--- src/logic/rs_pkg.sv ---
`default_nettype none

package rs_pkg;

	//////////////////////////////
	// Widths
	localparam int XLEN  = 32;                 // Data path width
	localparam int TAG_W = 4;                  // Physical tag width, 16 tags

	//////////////////////////////
	// Encodings
	typedef enum logic [2:0] {
		OP_ADD = 3'd0,                     // a + b
		OP_SUB = 3'd1,                     // a - b
		OP_AND = 3'd2,                     // Bitwise and
		OP_OR  = 3'd3,                     // Bitwise or
		OP_XOR = 3'd4,                     // Bitwise xor
		OP_MUL = 3'd5                      // Low half of a * b
	} op_e;

	typedef enum logic {
		FU_ALU  = 1'b0,                    // Single-cycle ALU
		FU_MULT = 1'b1                     // Pipelined multiplier
	} fu_class_e;

	//////////////////////////////
	// Bundles
	typedef struct packed {
		logic            rdy;              // Value present
		logic [XLEN-1:0] val;              // Value, or tag in low bits while waiting
	} operand_t;

	typedef struct packed {
		op_e              op;              // Operation from rename
		logic [TAG_W-1:0] dest;            // Destination tag
		operand_t         opa;             // Source a
		operand_t         opb;             // Source b
	} dispatch_t;

	typedef struct packed {
		op_e              op;
		fu_class_e        fu_class;        // Unit that executes it
		logic [TAG_W-1:0] dest;
		operand_t         opa;
		operand_t         opb;
	} entry_t;

	typedef struct packed {
		op_e              op;
		logic [TAG_W-1:0] dest;
		logic [XLEN-1:0]  a;               // Resolved source a
		logic [XLEN-1:0]  b;               // Resolved source b
	} issue_t;

	typedef struct packed {
		logic             valid;           // Broadcast this cycle
		logic [TAG_W-1:0] tag;             // Producer tag
		logic [XLEN-1:0]  value;           // Result value
	} cdb_t;

endpackage

`default_nettype wire

--- src/logic/op_decode.sv ---
`timescale 1ns/1ps
`default_nettype none

module op_decode (
	input  wire                clock,
	input  wire                arst_n,
	input  wire                disp_req,       // Request from rename
	input  rs_pkg::dispatch_t  disp,           // Held stable while req is high
	input  wire                rs_full,        // Station back-pressure
	output logic               disp_ack,       // Handshake acknowledge
	output logic               load,           // One-cycle load strobe to station
	output rs_pkg::entry_t     load_entry      // Entry loaded on the strobe edge
);

	import rs_pkg::*;

	//////////////////////////////
	// Handshake
	// A new request is one not yet acknowledged, so each req loads once
	assign load = disp_req & ~disp_ack & ~rs_full;  // Withheld while the station is full

	always_ff @(posedge clock or negedge arst_n) begin
		if (!arst_n) begin
			disp_ack <= 1'b0;
		end else if (load) begin
			disp_ack <= 1'b1;              // Entry goes in on this same edge
		end else if (!disp_req) begin
			disp_ack <= 1'b0;              // Release after req sampled low
		end
	end

	//////////////////////////////
	// Classify
	always_comb begin
		load_entry.op       = disp.op;
		load_entry.dest     = disp.dest;
		load_entry.opa      = disp.opa;
		load_entry.opb      = disp.opb;
		load_entry.fu_class = (disp.op == OP_MUL) ? FU_MULT : FU_ALU;  // Only mul leaves the ALU
	end

endmodule

`default_nettype wire

--- src/logic/rs_entry.sv ---
`timescale 1ns/1ps
`default_nettype none

module rs_entry (
	input  wire             clock,
	input  wire             arst_n,
	input  wire             load,              // Fill this slot
	input  rs_pkg::entry_t  load_entry,        // Instruction to fill with
	input  rs_pkg::cdb_t    cdb,               // Result broadcast
	input  wire             issue_take,        // Slot picked for issue
	output logic            busy,              // Slot holds an instruction
	output logic            ready,             // Both operands present
	output rs_pkg::entry_t  held               // Stored instruction
);

	import rs_pkg::*;

	entry_t cur;                               // Load path or stored copy
	entry_t nxt;                               // After CDB wake-up

	// Swap a waiting operand for the broadcast value on a tag match
	function automatic operand_t snoop(input operand_t opnd, input cdb_t bus);
		operand_t res;
		res = opnd;
		if (!opnd.rdy && bus.valid && (bus.tag == opnd.val[TAG_W-1:0])) begin
			res.rdy = 1'b1;
			res.val = bus.value;
		end
		return res;
	endfunction

	//////////////////////////////
	// Wake-up
	always_comb begin
		cur     = load ? load_entry : held;    // Snoop also applies at the load edge
		nxt     = cur;
		nxt.opa = snoop(cur.opa, cdb);
		nxt.opb = snoop(cur.opb, cdb);
	end

	always_ff @(posedge clock) begin
		if (load || busy) begin
			held <= nxt;
		end
	end

	//////////////////////////////
	// Occupancy
	always_ff @(posedge clock or negedge arst_n) begin
		if (!arst_n) begin
			busy <= 1'b0;
		end else if (load) begin
			busy <= 1'b1;
		end else if (issue_take) begin
			busy <= 1'b0;                  // Freed as it leaves for its unit
		end
	end

	assign ready = busy & held.opa.rdy & held.opb.rdy;  // Registered state only, so no same-edge issue

endmodule

`default_nettype wire

--- src/logic/reservation_station.sv ---
`timescale 1ns/1ps
`default_nettype none

module reservation_station #(
	parameter int RS_SIZE = 8                  // Number of slots
) (
	input  wire             clock,
	input  wire             arst_n,
	input  wire             load,              // Load strobe from decode
	input  rs_pkg::entry_t  load_entry,
	input  rs_pkg::cdb_t    cdb,               // Wake-up broadcast
	input  wire             alu_busy,          // ALU result not yet drained
	output rs_pkg::issue_t  alu_issue,
	output logic            alu_issue_valid,
	output rs_pkg::issue_t  mult_issue,
	output logic            mult_issue_valid,
	output logic            rs_full            // No free slot
);

	import rs_pkg::*;

	logic [RS_SIZE-1:0] busy_vec;              // Per-slot occupancy
	logic [RS_SIZE-1:0] ready_vec;             // Per-slot ready
	logic [RS_SIZE-1:0] free_vec;              // Candidates for a load
	logic [RS_SIZE-1:0] alu_req;               // Ready ALU work
	logic [RS_SIZE-1:0] mult_req;              // Ready multiplier work
	logic [RS_SIZE-1:0] load_vec;              // One-hot load target
	logic [RS_SIZE-1:0] alu_take;              // One-hot ALU pick
	logic [RS_SIZE-1:0] mult_take;             // One-hot multiplier pick
	logic [RS_SIZE-1:0] take_vec;              // Slots leaving this edge
	entry_t             held_arr [RS_SIZE];    // Slot contents

	// Isolate the lowest set bit
	function automatic logic [RS_SIZE-1:0] first_one(input logic [RS_SIZE-1:0] req);
		return req & (~req + 1'b1);
	endfunction

	function automatic issue_t to_issue(input entry_t e);
		issue_t u;
		u.op   = e.op;
		u.dest = e.dest;
		u.a    = e.opa.val;
		u.b    = e.opb.val;
		return u;
	endfunction

	//////////////////////////////
	// Slots
	for (genvar i = 0; i < RS_SIZE; i++) begin : g_slot
		rs_entry u_entry (
			.clock      (clock),
			.arst_n     (arst_n),
			.load       (load_vec[i]),
			.load_entry (load_entry),
			.cdb        (cdb),
			.issue_take (take_vec[i]),
			.busy       (busy_vec[i]),
			.ready      (ready_vec[i]),
			.held       (held_arr[i])
		);
	end

	//////////////////////////////
	// Allocation and selection
	always_comb begin
		for (int i = 0; i < RS_SIZE; i++) begin
			free_vec[i] = ~busy_vec[i];
			alu_req[i]  = ready_vec[i] & (held_arr[i].fu_class == FU_ALU);
			mult_req[i] = ready_vec[i] & (held_arr[i].fu_class == FU_MULT);
		end
	end

	assign load_vec  = load ? first_one(free_vec) : '0;   // Lowest free slot
	assign alu_take  = alu_busy ? '0 : first_one(alu_req); // Hold ALU work under back-pressure
	assign mult_take = first_one(mult_req);                // Multiplier always accepts
	assign take_vec  = alu_take | mult_take;               // Classes never overlap

	assign rs_full = &busy_vec;

	//////////////////////////////
	// Issue muxes
	always_comb begin
		alu_issue  = '0;
		mult_issue = '0;
		for (int i = 0; i < RS_SIZE; i++) begin
			if (alu_take[i]) begin
				alu_issue = to_issue(held_arr[i]);
			end
			if (mult_take[i]) begin
				mult_issue = to_issue(held_arr[i]);
			end
		end
	end

	assign alu_issue_valid  = |alu_take;
	assign mult_issue_valid = |mult_take;

endmodule

`default_nettype wire

--- src/logic/fu_alu.sv ---
`timescale 1ns/1ps
`default_nettype none

module fu_alu (
	input  wire             clock,
	input  wire             arst_n,
	input  rs_pkg::issue_t  issue,             // Operation from station
	input  wire             issue_valid,
	input  wire             grant,             // CDB taken this cycle
	output logic            busy,              // Result stuck without grant
	output rs_pkg::cdb_t    res                // Offered result
);

	import rs_pkg::*;

	logic             res_valid;               // Holding register full
	logic [TAG_W-1:0] res_tag;
	logic [XLEN-1:0]  res_value;
	logic [XLEN-1:0]  alu_out;

	always_comb begin
		case (issue.op)
			OP_ADD:  alu_out = issue.a + issue.b;
			OP_SUB:  alu_out = issue.a - issue.b;
			OP_AND:  alu_out = issue.a & issue.b;
			OP_OR:   alu_out = issue.a | issue.b;
			OP_XOR:  alu_out = issue.a ^ issue.b;
			default: alu_out = '0;         // Mul never routed here
		endcase
	end

	always_ff @(posedge clock or negedge arst_n) begin
		if (!arst_n) begin
			res_valid <= 1'b0;
		end else if (issue_valid) begin
			res_valid <= 1'b1;             // Refill, possibly as the old one drains
		end else if (grant) begin
			res_valid <= 1'b0;
		end
	end

	always_ff @(posedge clock) begin
		if (issue_valid) begin
			res_tag   <= issue.dest;
			res_value <= alu_out;
		end
	end

	assign busy = res_valid & ~grant;          // Free when empty or draining now
	assign res  = '{valid: res_valid, tag: res_tag, value: res_value};

endmodule

`default_nettype wire

--- src/logic/fu_mult.sv ---
`timescale 1ns/1ps
`default_nettype none

module fu_mult #(
	parameter int MULT_STAGES = 3              // Pipeline depth
) (
	input  wire             clock,
	input  wire             arst_n,
	input  rs_pkg::issue_t  issue,             // Operation from station
	input  wire             issue_valid,
	output rs_pkg::cdb_t    res                // Product at pipe exit
);

	import rs_pkg::*;

	logic [MULT_STAGES-1:0] vld_q;             // Per-stage valid
	logic [TAG_W-1:0]       tag_q  [MULT_STAGES];
	logic [XLEN-1:0]        prod_q [MULT_STAGES];
	logic [XLEN-1:0]        prod_in;           // Low half of full product

	assign prod_in = issue.a * issue.b;        // Truncates to XLEN

	//////////////////////////////
	// Valid pipe
	always_ff @(posedge clock or negedge arst_n) begin
		if (!arst_n) begin
			vld_q <= '0;
		end else begin
			vld_q[0] <= issue_valid;
			for (int s = 1; s < MULT_STAGES; s++) begin
				vld_q[s] <= vld_q[s-1];
			end
		end
	end

	//////////////////////////////
	// Payload pipe
	// Shifts every cycle, one new product can enter each edge
	always_ff @(posedge clock) begin
		tag_q[0]  <= issue.dest;
		prod_q[0] <= prod_in;
		for (int s = 1; s < MULT_STAGES; s++) begin
			tag_q[s]  <= tag_q[s-1];
			prod_q[s] <= prod_q[s-1];
		end
	end

	assign res = '{
		valid: vld_q[MULT_STAGES-1],
		tag:   tag_q[MULT_STAGES-1],
		value: prod_q[MULT_STAGES-1]
	};

endmodule

`default_nettype wire

--- src/logic/cdb_arbiter.sv ---
`timescale 1ns/1ps
`default_nettype none

module cdb_arbiter (
	input  wire           clock,
	input  wire           arst_n,
	input  rs_pkg::cdb_t  alu_res,             // Offered by ALU
	input  rs_pkg::cdb_t  mult_res,            // Offered by multiplier
	output logic          alu_grant,           // ALU result accepted this cycle
	output rs_pkg::cdb_t  cdb                  // Registered broadcast
);

	import rs_pkg::*;

	logic             cdb_valid;
	logic [TAG_W-1:0] cdb_tag;
	logic [XLEN-1:0]  cdb_value;

	// Multiplier cannot stall, so it always wins
	assign alu_grant = alu_res.valid & ~mult_res.valid;

	always_ff @(posedge clock or negedge arst_n) begin
		if (!arst_n) begin
			cdb_valid <= 1'b0;
		end else begin
			cdb_valid <= mult_res.valid | alu_res.valid;
		end
	end

	always_ff @(posedge clock) begin
		if (mult_res.valid) begin
			cdb_tag   <= mult_res.tag;
			cdb_value <= mult_res.value;
		end else if (alu_grant) begin
			cdb_tag   <= alu_res.tag;
			cdb_value <= alu_res.value;
		end
	end

	assign cdb = '{valid: cdb_valid, tag: cdb_tag, value: cdb_value};  // One edge after the offer

endmodule

`default_nettype wire

--- src/logic/ooo_issue_top.sv ---
`timescale 1ns/1ps
`default_nettype none

module ooo_issue_top #(
	parameter int RS_SIZE     = 8,             // Station slots
	parameter int MULT_STAGES = 3              // Multiplier depth
) (
	input  wire                clock,
	input  wire                arst_n,
	input  wire                disp_req,       // Rename request
	input  rs_pkg::dispatch_t  disp,
	output logic               disp_ack,
	output rs_pkg::cdb_t       cdb,            // Result broadcast, stands in for writeback
	output logic               rs_full
);

	import rs_pkg::*;

	logic   load;                              // Decode to station
	entry_t load_entry;
	issue_t alu_issue;
	logic   alu_issue_valid;
	issue_t mult_issue;
	logic   mult_issue_valid;
	logic   alu_busy;                          // ALU back-pressure
	logic   alu_grant;
	cdb_t   alu_res;
	cdb_t   mult_res;

	//////////////////////////////
	// Dispatch and station
	op_decode u_op_decode (
		.clock      (clock),
		.arst_n     (arst_n),
		.disp_req   (disp_req),
		.disp       (disp),
		.rs_full    (rs_full),
		.disp_ack   (disp_ack),
		.load       (load),
		.load_entry (load_entry)
	);

	reservation_station #(
		.RS_SIZE (RS_SIZE)
	) u_reservation_station (
		.clock            (clock),
		.arst_n           (arst_n),
		.load             (load),
		.load_entry       (load_entry),
		.cdb              (cdb),
		.alu_busy         (alu_busy),
		.alu_issue        (alu_issue),
		.alu_issue_valid  (alu_issue_valid),
		.mult_issue       (mult_issue),
		.mult_issue_valid (mult_issue_valid),
		.rs_full          (rs_full)
	);

	//////////////////////////////
	// Units and result bus
	fu_alu u_fu_alu (
		.clock       (clock),
		.arst_n      (arst_n),
		.issue       (alu_issue),
		.issue_valid (alu_issue_valid),
		.grant       (alu_grant),
		.busy        (alu_busy),
		.res         (alu_res)
	);

	fu_mult #(
		.MULT_STAGES (MULT_STAGES)
	) u_fu_mult (
		.clock       (clock),
		.arst_n      (arst_n),
		.issue       (mult_issue),
		.issue_valid (mult_issue_valid),
		.res         (mult_res)
	);

	cdb_arbiter u_cdb_arbiter (
		.clock     (clock),
		.arst_n    (arst_n),
		.alu_res   (alu_res),
		.mult_res  (mult_res),
		.alu_grant (alu_grant),
		.cdb       (cdb)
	);

endmodule

`default_nettype wire

--- config.mk ---
export PLATFORM = sky130hd
export DESIGN_NAME = ooo_issue_top
export DESIGN_NICKNAME = d
export VERILOG_FILES = /design/src/logic/rs_pkg.sv /design/src/logic/op_decode.sv /design/src/logic/rs_entry.sv /design/src/logic/reservation_station.sv /design/src/logic/fu_alu.sv /design/src/logic/fu_mult.sv /design/src/logic/cdb_arbiter.sv /design/src/logic/ooo_issue_top.sv
export SDC_FILE = /design/constraint.sdc
export NUM_CORES = 2
export LEC_CHECK = 0
export BUFFER_PORTS_ARGS = -buffer_cell sky130_fd_sc_hd__buf_4
export CAP_MARGIN = 10
export CORE_ASPECT_RATIO = 0.8
export CORE_UTILIZATION = 40
export DETAILED_ROUTE_END_ITERATION = 12
export GPL_TIMING_DRIVEN = 0
export SYNTH_ARGS = -nofsm -noshare
export SYNTH_HDL_FRONTEND = slang
export SYNTH_SLANG_ARGS = --single-unit
--- constraint.sdc ---
create_clock -name clock -period 25.2 [get_ports clock]
set_input_delay 2.52 -clock clock [delete_from_list [all_inputs] [get_ports clock]]
set_output_delay 2.52 -clock clock [all_outputs]
set_load 0.02 [all_outputs]
==> qor.txt <==
max incr delay on CP: 1.10 ns
WS Path Type: reg -> reg
Crit-path slowest cell: a222oi_1
DR WL/cell: 42.8 um
RSZ-0062 raised after global routing: no
maximum clock frequency: 0.0707 GHz
initial antenna violation count: 48
Hold WS: 0.323 ns
GRT Total Usage: 0.463
final net count: 6813
clock slew seen by the registers of the worst setup and hold paths: 0.06 ns
clock latency on the worst-skew pair: 0.75 ns
detailed placement HPWL: 266000 um
Post-Syn Instances: 5900
Relative slew margins: -0.0572
clock buffer depth: 3
most common cell after layout, fill and taps aside: edfxtp_1
# setup viols final: 0
htree depth: 3
Synth Area in Compound Gates: 0.160
Mapped Avg Cell Area: 9.84 um^2
row count: 124
Cell variety after synth: 88
crit path max fanout: 12
top_reg_cell synth: edfxtp_1
total grt overflow: 0
Hold Startpoint: u_fu_mult.prod_q[0][57]
cell repeated most along the worst path: fa_1
setup ws final: 11.07 ns
multi-input logic area: 31700 um^2
share of cells above drive strength 1: 0.0928
ys async rst share: 0.0178
CTS root buf: clkbuf_16
Final Instance Area: 65200 um^2
Mapped Area: 58000 um^2
Worst setup SP type: register
post-synthesis sequential area ratio: 0.387
Post-CTS Setup Inserts: 0
Filler cells: 13800
commonest non-fill, non-tap cells in the layout: edfxtp_1 (664), nor2_1 (615), inv_1 (540)
drt total wl: 347000 um
maxcap violations: 8
Min-Delay Endpoint: u_fu_mult.prod_q[0][89]
Iter 0 DRT Violations: 11200
post-CTS sizing: 0
number of flops mapped to enable cells by yosys: 664
Leak Pwr: 24.8 nW
Via Count: 55400
failing checks: max-capacitance violations, max-slew violations
Detailed Routing Iterations Pass 1: 9
register area: 22500 um^2
CTS Hold Buffers Added: 0
post-route total power: 9.49 mW
synthesis-to-finish area growth: 12.4%
critical path capture point type: register
Synth Area in XOR/XNOR: 0.0310
Setup TNS Final: 0 ns
number of buffers added on ports: 48
R2R Setup Slk: 11.07 ns
simple-gate share of the synthesized area: 0.140
syn nets: 6604
CP required: 25.75 ns
Hold Path Stages: 0
Placer Congestion: 1.09
DIE AREA: 147000 um^2
Worst Hold Class: reg -> reg
Final Cycle Share: 0.561
num ports: 115
post-route ant nets: 0
dpl ws: 11.93 ns
CTS tree: done
Clock Sink Count: 786
via-per-instance ratio: 6.83
Worst Path Arrival: 14.69 ns
first-pass GRT wire length: 456000 um
die width: 428 um
largest family of logic cells by synthesized area: adder cells
worst r2r dst: u_fu_mult.prod_q[0][30]
Post-Route Utilization: 0.455
fin crit period: 14.13 ns
Worst Clk Skew: 0.0358 ns
Die Ht: 343 um
Synth Area in Adders: 0.188
Non-Filler Instances: 8112
final hold violations: 0
Core Box Area: 143000 um^2
Slew Limit Fails: 87
IR drop worst, VDD: 0.117 mV
P per Cell Area: 146 nW/um^2
drc violations: 0
number of global-route vias before repair: 50400
largest net degree at the start of global routing: 38
Seq cells post-synth: 786
mux contribution to synthesized area: 0.0220
total CTS buffers: 88
number of cells after detailed placement: 7897
Placed Area: 61900 um^2
Initial Util: 0.405
status: complete, but fails checks
worst-case reg-to-reg path depth: 35
synth warn: 0
Worst Tran Pin Value: 1.59 ns
worst max-delay path: cells and delay by family (launching register included):
| kind | cells | cell delay (ns) |
|---|---|---|
| AO/OA/AOI/OAI | 7 | 3.34 |
| XOR/XNOR | 1 | 0.58 |
| adder cells (fa/ha/maj) | 9 | 3.48 |
| buffers and inverters | 11 | 3.21 |
| flip-flops | 1 | 0.51 |
| AND/OR/NAND/NOR | 7 | 2.70 |
how the worst max path moves through the flow:
stage / start / endpoint / slack, ns / cells past startpoint
final: register / u_fu_mult.prod_q[0][30] / 11.07 / 35
after CTS: register / u_fu_mult.prod_q[0][30] / 11.85 / 35
after floorplan: register / u_fu_mult.prod_q[0][29] / 16.52 / 35
after detailed placement: register / u_fu_mult.prod_q[0][30] / 11.93 / 35
after global placement: register / u_fu_mult.prod_q[0][29] / 10.03 / 30
after global routing: register / u_fu_mult.prod_q[0][29] / 11.09 / 35
state kept, by name, indices dropped and copies added (netlist names):
name                                       cells
u_reservation_station.g_slot.u_entry.held    592
u_fu_mult.prod_q                              96
u_cdb_arbiter.cdb_value                       32
u_fu_alu.res_value                            32
u_fu_mult.tag_q                               12
u_reservation_station.g_slot.u_entry.busy      8
u_cdb_arbiter.cdb_tag                          4
u_fu_alu.res_tag                               4
u_fu_mult.vld_q                                3
u_cdb_arbiter.cdb_valid                        1
u_fu_alu.res_valid                             1
u_op_decode.disp_ack                           1
synthesized netlist by cell type, types with 94 or more instances:
cell type    n  share of area
edfxtp_1   664           0.34
nor2_1     615          0.040
inv_1      540          0.035
o21ai_0    527          0.045
nand3_1    495          0.043
fa_1       409           0.14
clkbuf_1   350          0.023
ha_1       219          0.047
nand2_1    213          0.014
a21oi_1    177          0.015
xnor2_1    146          0.022
a22oi_1    118          0.015
buf_1      111         0.0072
dfxtp_1    108          0.037
or2_2       94          0.010
per-layer routing:
metal  wire, um  global-route usage
met4      20100               0.219
met5        579             0.00536
met2     125000               0.578
met3      65000               0.272
met1     136000               0.624
kinds of logic (layout without fill, tap and decap cells):
family,Yosys count,in the layout
flip-flops,786,786
other,0,39
buffers and inverters,1076,1359
AO/OA/AOI/OAI,1383,1383
XOR/XNOR,195,195
adder cells (fa/ha/maj),628,628
AND/OR/NAND/NOR,1709,1709
multiplexers,123,123
area by class of cell:
class,count,area share
Clock buffer,112,0.0377
Tap cell,1890,0.0362
Inverter,540,0.0311
Multi-Input combinational cell,4038,0.486
Clock inverter,52,0.00865
Sequential cell,786,0.344
Buffer,536,0.0338
Timing Repair Buffer,119,0.0214
Antenna cell,39,0.00150
report_power, final:
| group | total (mW) | switching, mW | internal [mW] |
|---|---|---|---|
| combinational | 6.01 | 4.20 | 1.81 |
| sequential | 2.06 | 0.210 | 1.85 |
| clock | 1.42 | 0.630 | 0.789 |
No activity file was read; power rests on OpenSTA's default activity.
